===== config.mk =====
export PLATFORM = sky130hd
export DESIGN_NAME = recordMaster
export DESIGN_NICKNAME = d
export VERILOG_FILES = /design/src/hdl/recordPkg.sv /design/src/hdl/markerScanner.sv /design/src/hdl/recordBuffer.sv /design/src/hdl/recordController.sv /design/src/hdl/recordMaster.sv /design/src/hdl/sampleRecorder.sv
export SDC_FILE = /design/constraint.sdc
export NUM_CORES = 1
export LEC_CHECK = 0
export ABC_CLOCK_PERIOD_IN_PS = 3200
export BUFFER_PORTS_ARGS = -buffer_cell sky130_fd_sc_hd__buf_4
export CAP_MARGIN = 20
export CORE_ASPECT_RATIO = 0.7
export CORE_MARGIN = 4
export CORE_UTILIZATION = 29
export DETAILED_ROUTE_END_ITERATION = 16
export PLACE_DENSITY_LB_ADDON = 0.12
export SLEW_MARGIN = 30
export SYNTH_ARGS = -nofsm -noshare
export SYNTH_HDL_FRONTEND = slang
export SYNTH_SLANG_ARGS = --single-unit

===== constraint.sdc =====
create_clock -name clk -period 3.2 [get_ports clk]
set_input_delay 0.32 -clock clk [delete_from_list [all_inputs] [get_ports clk]]
set_output_delay 0.32 -clock clk [all_outputs]
set_load 0.005 [all_outputs]

===== src/hdl/recordPkg.sv =====
package recordPkg;

    localparam int WORD_BITS    = 32;      // Bits per stored word
    localparam int DEPTH        = 16;      // Words in the buffer
    localparam int ADDR_BITS    = 4;
    localparam int COUNT_BITS   = 5;       // Holds 0 to DEPTH
    localparam int MARKER_LEN   = 6;       // Zero run that ends a message
    localparam int BIT_IDX_BITS = 5;       // Bit position inside a word

    typedef logic [WORD_BITS-1:0]  word_t;
    typedef logic [ADDR_BITS-1:0]  addr_t;
    typedef logic [COUNT_BITS-1:0] count_t;

    // Top level command FSM
    typedef enum logic [2:0] {
        IDLE,
        RECORD,
        FLUSH,
        CHECK,
        PLAY
    } ctrlState_t;

    // Serial marker scanner
    typedef enum logic [1:0] {
        SCAN_IDLE,
        SCAN_BITS,
        SCAN_DONE
    } scanState_t;

endpackage


===== src/hdl/markerScanner.sv =====
`timescale 1ns/10ps

module markerScanner (
    input  logic             clk,
    input  logic             resetN,
    input  logic             scanClear,
    input  logic             scanValid,
    input  recordPkg::word_t scanWord,
    input  logic             scanLast,
    output logic             scanReady,
    output logic             markerFound,
    output logic             scanDone
);

    import recordPkg::*;

    scanState_t                      state;
    word_t                           shiftReg;
    logic [BIT_IDX_BITS-1:0]         bitCnt;
    logic [$clog2(MARKER_LEN+1)-1:0] runLen;    // Zeros seen in a row
    logic [$clog2(MARKER_LEN+1)-1:0] runNext;
    logic                            lastWord;
    logic                            loadWord;

    always_comb begin
        scanReady = (state == SCAN_IDLE);
        scanDone  = (state == SCAN_DONE);
        loadWord  = scanValid && scanReady;
        runNext   = shiftReg[0] ? '0 : runLen + 1'b1;   // A one breaks the run
    end

    always_ff @(posedge clk) begin
        if (!resetN) begin
            state       <= SCAN_IDLE;
            runLen      <= '0;
            bitCnt      <= '0;
            lastWord    <= 1'b0;
            markerFound <= 1'b0;
        end else if (scanClear) begin
            state       <= SCAN_IDLE;
            runLen      <= '0;
            markerFound <= 1'b0;
        end else begin
            case (state)
                SCAN_IDLE: begin
                    if (loadWord) begin
                        state    <= SCAN_BITS;
                        bitCnt   <= '0;
                        lastWord <= scanLast;
                    end
                end
                SCAN_BITS: begin
                    runLen <= runNext;        // Run carries into the next word
                    bitCnt <= bitCnt + BIT_IDX_BITS'(1);
                    if (runNext == MARKER_LEN) begin
                        markerFound <= 1'b1;
                        state       <= SCAN_DONE;     // Stop early
                    end else if (bitCnt == BIT_IDX_BITS'(WORD_BITS - 1)) begin
                        state <= lastWord ? SCAN_DONE : SCAN_IDLE;
                    end
                end
                SCAN_DONE: begin
                    state <= SCAN_DONE;   // Held until the next clear
                end
                default: begin
                    state <= SCAN_IDLE;
                end
            endcase
        end
    end

    always_ff @(posedge clk) begin
        if (loadWord) begin
            shiftReg <= scanWord;
        end else if (state == SCAN_BITS) begin
            shiftReg <= shiftReg >> 1;
        end
    end

    assert property (@(posedge clk) disable iff (!resetN)
        runLen <= MARKER_LEN);

endmodule


===== src/hdl/recordBuffer.sv =====
`timescale 1ns/10ps

module recordBuffer (
    input  logic              clk,
    input  logic              resetN,
    input  logic              clearCount,
    input  logic              wordStrobe,
    input  recordPkg::word_t  word,
    input  logic              readEn,
    input  recordPkg::addr_t  readAddr,
    output recordPkg::word_t  readData,
    output recordPkg::count_t wordCount
);

    import recordPkg::*;

    word_t mem [DEPTH];
    logic  full;
    logic  doWrite;

    always_comb begin
        full    = (wordCount == COUNT_BITS'(DEPTH));
        doWrite = wordStrobe && !full;     // Extra words are dropped
    end

    always_ff @(posedge clk) begin
        if (!resetN) begin
            wordCount <= '0;
        end else if (clearCount) begin
            wordCount <= '0;
        end else if (doWrite) begin
            wordCount <= wordCount + COUNT_BITS'(1);
        end
    end

    always_ff @(posedge clk) begin
        if (doWrite) begin
            mem[wordCount[ADDR_BITS-1:0]] <= word;
        end
        if (readEn) begin
            readData <= mem[readAddr];     // Registered read port
        end
    end

    assert property (@(posedge clk) disable iff (!resetN)
        wordCount <= COUNT_BITS'(DEPTH));

endmodule


===== src/hdl/recordController.sv =====
`timescale 1ns/10ps

module recordController (
    input  logic              clk,
    input  logic              resetN,
    input  logic              enable,
    input  logic              checkStart,
    input  logic              playStart,
    input  logic              flushDone,
    input  recordPkg::count_t wordCount,
    input  recordPkg::word_t  readData,
    input  logic              scanReady,
    input  logic              scanDone,
    input  logic              markerFound,
    input  logic              playbackReady,
    output logic              busy,
    output logic              recorderActive,
    output logic              clearCount,
    output logic              readEn,
    output recordPkg::addr_t  readAddr,
    output logic              scanValid,
    output recordPkg::word_t  scanWord,
    output logic              scanLast,
    output logic              scanClear,
    output logic              checkDone,
    output logic              playbackValid,
    output recordPkg::word_t  playbackData,
    output logic              playbackLast
);

    import recordPkg::*;

    ctrlState_t state;
    ctrlState_t nextState;
    logic       enableD;
    logic       enableRise;
    logic       startRecord;
    logic       startCheck;
    logic       startPlay;
    logic       fetching;
    count_t     fetchIdx;       // Next word to read
    logic       readPending;    // Read data lands this cycle
    word_t      holdWord;
    logic       holdValid;
    logic       holdLast;
    logic       holdTaken;

    always_comb begin
        enableRise  = enable && !enableD;
        startRecord = (state == IDLE) && enableRise;
        startCheck  = (state == IDLE) && !enableRise && checkStart;
        startPlay   = (state == IDLE) && !enableRise && !checkStart && playStart;

        busy           = (state != IDLE);
        recorderActive = startRecord || (state == RECORD) || (state == FLUSH);
        clearCount     = startRecord;
        scanClear      = startRecord || startCheck;
        fetching       = (state == CHECK) || (state == PLAY);

        // One word in flight, the next fetch waits for the holding register
        readEn   = fetching && !holdValid && !readPending
                   && !((state == CHECK) && markerFound)   // Check stops at the marker
                   && (fetchIdx < wordCount);
        readAddr = fetchIdx[ADDR_BITS-1:0];

        scanValid     = (state == CHECK) && holdValid;
        scanWord      = holdWord;
        scanLast      = holdLast;
        playbackValid = (state == PLAY) && holdValid;
        playbackData  = holdWord;
        playbackLast  = holdLast;
        holdTaken     = (scanValid && scanReady) || (playbackValid && playbackReady);
    end

    always_comb begin
        nextState = state;
        case (state)
            IDLE: begin
                if (startRecord) begin
                    nextState = RECORD;
                end else if (startCheck) begin
                    nextState = CHECK;
                end else if (startPlay) begin
                    nextState = PLAY;
                end
            end
            RECORD: begin
                if (!enable) begin
                    nextState = FLUSH;
                end
            end
            FLUSH: begin
                if (flushDone) begin
                    nextState = IDLE;
                end
            end
            CHECK: begin
                if (scanDone || (wordCount == '0)) begin
                    nextState = IDLE;
                end
            end
            PLAY: begin
                if ((wordCount == '0) || (playbackValid && playbackReady && playbackLast)) begin
                    nextState = IDLE;
                end
            end
            default: begin
                nextState = IDLE;
            end
        endcase
    end

    always_ff @(posedge clk) begin
        if (!resetN) begin
            state       <= IDLE;
            enableD     <= 1'b0;
            fetchIdx    <= '0;
            readPending <= 1'b0;
            holdValid   <= 1'b0;
            holdLast    <= 1'b0;
            checkDone   <= 1'b0;
        end else begin
            state       <= nextState;
            enableD     <= enable;
            readPending <= readEn;
            if (startRecord || startCheck || startPlay) begin
                checkDone <= 1'b0;
            end else if ((state == CHECK) && (nextState == IDLE)) begin
                checkDone <= 1'b1;                  // Sticky until next command
            end
            if (!fetching) begin
                fetchIdx  <= '0;
                holdValid <= 1'b0;
            end else begin
                if (readEn) begin
                    fetchIdx <= fetchIdx + COUNT_BITS'(1);
                end
                if (readPending) begin
                    holdValid <= 1'b1;
                    holdLast  <= (fetchIdx == wordCount);   // Index already advanced
                end else if (holdTaken) begin
                    holdValid <= 1'b0;
                end
            end
        end
    end

    always_ff @(posedge clk) begin
        if (fetching && readPending) begin
            holdWord <= readData;
        end
    end

    assert property (@(posedge clk) disable iff (!resetN)
        playbackValid && !playbackReady |=> playbackValid && $stable(playbackData));

endmodule


===== src/hdl/recordMaster.sv =====
`timescale 1ns/10ps

module recordMaster (
    input  logic              clk,
    input  logic              resetN,
    input  logic              enable,
    input  logic              samplePulse,
    input  logic              dIn,
    input  logic              checkStart,
    input  logic              playStart,
    input  logic              playbackReady,
    output logic              busy,
    output logic              markerFound,
    output logic              checkDone,
    output recordPkg::count_t wordCount,
    output logic              playbackValid,
    output recordPkg::word_t  playbackData,
    output logic              playbackLast
);

    import recordPkg::*;

    logic  recorderActive;
    logic  wordStrobe;
    word_t packedWord;     // Sampler to buffer
    logic  flushDone;
    logic  clearCount;
    logic  readEn;
    addr_t readAddr;
    word_t readData;
    logic  scanValid;
    word_t scanWord;
    logic  scanLast;
    logic  scanClear;
    logic  scanReady;
    logic  scanDone;

    sampleRecorder sampler (
        .clk, .resetN, .enable, .samplePulse, .dIn,
        .active(recorderActive),
        .wordStrobe,
        .word(packedWord),
        .flushDone
    );

    recordBuffer buffer (
        .clk, .resetN, .clearCount, .wordStrobe,
        .word(packedWord),
        .readEn, .readAddr, .readData, .wordCount
    );

    markerScanner scanner (
        .clk, .resetN, .scanClear, .scanValid, .scanWord, .scanLast,
        .scanReady, .markerFound, .scanDone
    );

    recordController controller (
        .clk, .resetN, .enable, .checkStart, .playStart, .flushDone,
        .wordCount, .readData, .scanReady, .scanDone, .markerFound, .playbackReady,
        .busy, .recorderActive, .clearCount, .readEn, .readAddr,
        .scanValid, .scanWord, .scanLast, .scanClear, .checkDone,
        .playbackValid, .playbackData, .playbackLast
    );

endmodule


===== src/hdl/sampleRecorder.sv =====
`timescale 1ns/10ps

module sampleRecorder (
    input  logic             clk,
    input  logic             resetN,
    input  logic             enable,
    input  logic             samplePulse,
    input  logic             dIn,
    input  logic             active,
    output logic             wordStrobe,
    output recordPkg::word_t word,
    output logic             flushDone
);

    import recordPkg::*;

    word_t                   shiftReg;      // Bits collected so far
    word_t                   nextBits;
    word_t                   padMask;
    logic [BIT_IDX_BITS-1:0] bitIdx;
    logic                    enableD;
    logic                    takeSample;
    logic                    enableFall;
    logic                    wordFull;
    logic                    flushPending;

    always_comb begin
        takeSample = active && enable && samplePulse;
        enableFall = active && enableD && !enable;
        wordFull   = (bitIdx == BIT_IDX_BITS'(WORD_BITS - 1));
        nextBits   = shiftReg;
        nextBits[bitIdx] = dIn;               // LSB first
        padMask    = ~((word_t'(1) << bitIdx) - word_t'(1));   // Ones above the last bit
    end

    always_ff @(posedge clk) begin
        if (!resetN) begin
            bitIdx       <= '0;
            enableD      <= 1'b0;
            wordStrobe   <= 1'b0;
            flushPending <= 1'b0;
            flushDone    <= 1'b0;
        end else begin
            enableD      <= enable;
            wordStrobe   <= 1'b0;
            flushPending <= enableFall;
            flushDone    <= flushPending;          // One cycle behind the padded strobe
            if (!active) begin
                bitIdx <= '0;
            end else if (takeSample) begin
                bitIdx <= bitIdx + BIT_IDX_BITS'(1);   // Wraps to zero after bit 31
                if (wordFull) begin
                    wordStrobe <= 1'b1;
                end
            end else if (enableFall) begin
                bitIdx     <= '0;
                wordStrobe <= (bitIdx != '0);      // Only a partial word is flushed
            end
        end
    end

    always_ff @(posedge clk) begin
        if (takeSample) begin
            shiftReg <= nextBits;
        end
        if (takeSample && wordFull) begin
            word <= nextBits;
        end else if (enableFall) begin
            word <= shiftReg | padMask;
        end
    end

    // A full word needs 32 samples and a flush never follows a wrap
    assert property (@(posedge clk) disable iff (!resetN)
        wordStrobe |=> !wordStrobe);

endmodule


* Yosys cells after proc, flatten, opt, wreduce, memory -nomap -nowiden
Memory sizes are Yosys's and may differ from the RTL's. A register that Yosys moved wholly into a read port is not among the register bits. Index checks and enable logic that the tools add are counted.
Word-level totals: register bits 166, RAM bits 512, word-level logic and storage cells 143, memories 1
Operators by class: add/sub/neg operators 6, magnitude comparators 3, eq/ne operators 13, shift-type cells 1, muxes and demuxes 32, bitwise operators 4, reduce and logical (&&, ||, !) cells 62
Memories:
- buffer.mem | depth 16, bits a word 32, read ports 1, clocked after Yosys merged registers in 1, write ports 1, line recordBuffer.sv:17 | word_t mem [DEPTH];
Operators by type and width (count):
- 32-bit two-way mux | 4
- 32-bit bitwise mux | 1
- 32-bit NOT | 1
- 32-bit bitwise OR | 1
- 1-bit by 5-bit << shifter with 32-bit output (first input constant) | 1
- 32-bit by 1-bit subtractor with 32-bit output (second input constant) | 1
- 1-bit logical AND | 25
- 3-bit two-way mux | 8
- 5-bit by 1-bit adder with 5-bit output (second input constant) | 4
- 5-bit == test (second input constant) | 3
- 5-bit two-way mux | 3
- 3-bit case mux with 5 select lines | 1
- 5-bit case mux with 2 select lines | 1
- 2-bit AND reduction | 5
- 2-bit nonzero test | 5
- 1-bit logical NOT | 8
- 1-bit logical OR | 8
- 1-bit two-way mux | 8
- 2-bit two-way mux | 4
- 3-bit by 2-bit == test with 1-bit output (second input constant) | 2
- 3-bit == test (second input constant) | 2
- 3-bit logical NOT | 2
- 5-bit by 6-bit less-than comparator with 1-bit output (second input constant) | 1
- 2-bit case mux with 3 select lines | 1
- 17 further kinds | 21

* Depth between registers and ports, before layout
word-level depth 12, gate-level depth with buffers 12, mapped depth without buffers 10

* By module
A second synthesis with hierarchy kept.
Second synthesis, totals: cell total of the unflattened synthesis 1670, area total of the unflattened synthesis 28797.6 um^2
By module, submodules not included:
- recordBuffer | instances 1, cells an instance 870, area an instance 20427.1 um^2, sequential area each 16435.8 um^2
- sampleRecorder | instances 1, cells an instance 421, area an instance 4316.6 um^2, sequential area each 2102.0 um^2
- recordController | instances 1, cells an instance 176, area an instance 2088.3 um^2, sequential area each 1221.2 um^2
- markerScanner | instances 1, cells an instance 203, area an instance 1965.6 um^2, sequential area each 1201.2 um^2

* Worst setup path after synthesis
No wires, ideal clock.
kind reg-to-reg, start reg sampler.bitIdx[3], end reg sampler.word[0] (enable), library setup time 0.389 ns, data arrival time 2.512 ns, setup slack 0.298 ns, stages on the path, launching flop included 10, path buffers 5, clock period less this slack 2.902 ns, path through dfxtp_1 buf_2 buf_2 buf_1 and3_1 ha_1 nand4_1 buf_2 buf_1 nand2_1
Between the ends: cells in the longest elaborated chain, start to end 3
RTL lines:
- from (decl) | line sampleRecorder.sv:20 | logic [BIT_IDX_BITS-1:0] bitIdx;
- from (signal assigned) | line sampleRecorder.sv:51 | bitIdx <= bitIdx + BIT_IDX_BITS'(1);
- 5-bit == test | line sampleRecorder.sv:30 | wordFull = (bitIdx == BIT_IDX_BITS'(WORD_BITS - 1));
- 1-bit logical AND | line sampleRecorder.sv:66 | if (takeSample && wordFull) begin
- 2-bit nonzero test (no source line)
- to (signal assigned) | line sampleRecorder.sv:67 | word <= nextBits;
- to (signal assigned) | line sampleRecorder.sv:69 | word <= shiftReg | padMask;
- to (decl) | line sampleRecorder.sv:11 | output recordPkg::word_t word,
Every way passes these cells. A chain may end at the register's enable or synchronous reset.

* Worst setup path after layout
start reg sampler.bitIdx[0], end reg sampler.word[18], data pin
Between the ends: cells in the longest elaborated chain, start to end 6
RTL lines:
- 1-bit by 5-bit << shifter with 32-bit output (tied with other cells) | line sampleRecorder.sv:33 | padMask = ~((word_t'(1) << bitIdx) - word_t'(1));
- 32-bit by 1-bit subtractor with 32-bit output or 1-bit logical AND (tied branches) | line sampleRecorder.sv:33, sampleRecorder.sv:32
- 32-bit NOT or 1-bit two-way mux (tied branches) | line sampleRecorder.sv:33, sampleRecorder.sv:32
- 32-bit bitwise OR or 1-bit demux with 5-bit select (tied branches)
- 32-bit two-way mux or 32-bit bitwise mux (tied branches) | line sampleRecorder.sv:68, sampleRecorder.sv:32
- 32-bit two-way mux * | line sampleRecorder.sv:66
Every way passes the cells marked *; elsewhere a longest branch is shown, timed or not. The select of a mux whose other input is x is not followed.

==> out/metrics.yaml <==
status: "complete, no violations"
dieWidth_um: 382
peakVddDrop_mv: 0.305
synth_async_sr_flop_share: 0
synth_seq_cells: 710
vias_per_cell: 4.85
slew_viol_final: 0
fin_cells: 3030
holdWs_ns: 0.0848
synth.avg_cell_area_um2: 18.2
rr_startpoint: "sampler.bitIdx[0]$_SDFFE_PN0P_"
yosys-top-cells-count: "672 x edfxtp_1, 160 x mux4_2, 154 x nand2_1"
cp-startpoint: "sampler.bitIdx[0]$_SDFFE_PN0P_"
r2r_slack_ns: 0.27
dr.pass1.iters: 5
min_path_type: "in -> reg"
grt_pass1_wl_um: 111000
synthSimpleGateAreaFrac: 0.0627
critPathCaptureType: "register"
antenna_found_initial: 1
ios: 50
clock_latency_ns: 0.63
drt-initial-drc-count: 1281
track_usage: 0.148
ys_warn_count: 0
gr-total-overflow: 0
grt_pass1_vias: 15100
yosysSeqAreaShare: 0.736
multi_input_area_mm2: 0.00718
hold_viol: 0
diodes: 0
syn_inst: 1559
core_area_mm2: 0.0966
cts_max_level: 3
clkSinkCount: 710
slew_headroom: 0.412
setup_viol: 0
wire_per_inst_um: 25.0
area_growth_pct: 16.8
yosys.area.top_type_share: 0.709
fin_crit_ns: 2.93
worstPathMaxFanout: 12
yosysTopAreaCell: "edfxtp_1"
p_per_area_mw_per_mm2: 558
cts_root_buffer: "clkbuf_16"
fin_crit_sh: 0.915
finalWeightedCongestion: 0.796
cts-resized-gates: 0
syn_nets: 1588
synth-xor-area-share: 0.00647
ant_nets: 0
cts_inserted_buffers: 74
ys_types: 68
fp.dieH_um: 270
register_area_mm2: 0.0210
synth_top_family_by_area: "multiplexers"
synthFlopType: "edfxtp_1"
synth_most_common_cell: "edfxtp_1"
synth_edf_count: 672
port_buffers: 49
drc: 0
p_leak_nw: 10.3
synth_area_mm2: 0.0284
layout-drive-gt1-share: 0.243
required_ns: 3.55
vias: 14700
synthAdderAreaFrac: 0.00924
drv_cap: 0
place_inst: 2897
synth_compound_area_frac: 0.0343
die-area_mm2: 0.103
rsz0062_at_grt: "no"
dp_hpwl_um: 43400
cts_setup_buffers: 0
grt_max_degree: 49
clock_path_buffers: 3
min-delay-start: "playbackReady"
setup_tns_ns: 0
fill_cells: 9145
worstSetupPathType: "reg -> reg"
placed_area_mm2: 0.0310
tightestPinTransition_ns: 0.882
row_count: 95
finalClockSkew_ns: 0.0153
r2r_end: "sampler.word[18]$_DFFE_PP_"
wirelength_um: 75900
crit_arrival_ns: 3.28
finalNetCount: 1696
start_util: 0.294
cp-endpoint: "sampler.word[18]$_DFFE_PP_"
clk_pin_slew_ns: 0.07
crit_path_start_kind: "register"
cts_tree: "yes"
synthTopCellsByArea: "edfxtp_1 71%, mux4_2 13%, dfxtp_1 2.7%"
fin_area_mm2: 0.0332
fmax_mhz: 341
r2r_cells: 10
synth_mux_area_frac: 0.136
-- cell usage in the layout (no fill, tap or decap), types with 21 or more instances in the layout --
cell type	Yosys	final
a21oi_1	30	30
buf_12	0	25
buf_4	3	82
clkbuf_16	0	75
dfxtp_1	38	34
edfxtp_1	672	672
ha_1	21	21
inv_1	22	21
mux4_2	160	160
nand2_1	154	153
nand3_1	31	31
nor2_1	80	68
nor3_1	21	21
o21ai_0	46	46
-- metrics by stage --
step           worst slack, ns  utilization  power (mW)
2_1_floorplan            0.298            -        10.5
3_3_place_gp             0.311        0.321        10.6
3_5_place_dp             0.324        0.321        10.6
4_1_cts                  0.286        0.344        18.8
5_1_grt                0.00120        0.344        19.2
6_report                 0.271        0.344        18.5
-- power by group --
group	internal, mW	leakage (nW)	total [mW]	switching [mW]
Clock	4.56	1.07	8.15	3.59
Combinational	0.0847	2.85	0.243	0.158
Sequential	10.1	6.38	10.1	0.0541
-- state kept, by name (all words and copies together) (netlist names), 2 cells and up --
signal                   flops
sampler.bitIdx               5
scanner.state                2
controller.playbackData     32
buffer.readData             32
buffer.wordCount             5
scanner.shiftReg            32
scanner.runLen               3
controller.fetchIdx          5
scanner.bitCnt               5
sampler.shiftReg            32
buffer.mem                 512
sampler.word                32
controller.state             3
-- worst max-delay path: stages (launching register included) --
cell and delay [ns]:
dfxtp_1 0.36, inv_1 0.10, ha_1 0.17, nor2b_1 0.23, nand2_1 0.17, ha_1 0.31
o21a_1 0.16, a31oi_4 0.46, nor3_2 0.17, a2111oi_0 0.43, nor3_1 0.09
-- logic make-up after synthesis --
logic type      Yosys count
flops                   710
fa+ha+maj                21
simple gates            374
mux                     184
buf+inv                 101
xor+xnor                 21
compound gates          148
-- final cells by class --
type | instances | share of cell area
Sequential cell | 710 | 0.631
Inverter | 23 | 0.00260
Timing Repair Buffer | 110 | 0.0345
Tap cell | 1309 | 0.0493
Clock buffer | 90 | 0.0585
Multi-Input combinational cell | 748 | 0.216
Clock inverter | 40 | 0.00840
-- what timing repair did --
item | in CTS | in global routing
endpoints found under the setup margin | 0 | 0
hold buffers | 3 | 0
endpoints found under the hold margin | 5 | 0
-- worst min path at each step --
stage	to	slack [ns]	depth (start not counted)
floorplan	controller.playbackData[0]$_DFFE_PP_	0.40	0
global route	controller.holdValid$_SDFFE_PN0P_	0.08	4
CTS	controller.holdValid$_SDFFE_PN0P_	0.02	4
global placement	controller.playbackData[21]$_DFFE_PP_	0.40	0
finish	controller.holdValid$_SDFFE_PN0P_	0.08	4
detailed placement	controller.playbackData[19]$_DFFE_PP_	0.41	0
-- layer usage --
layer  global-route usage  part of all wire  up-vias
met2                0.225              0.45      269
met3               0.0264             0.038       88
met4               0.0368             0.018        0
met1                0.220              0.49     7875
li1                     -                 -     6452
met5                    0                 0        -
(Power assumes the default switching activity.)
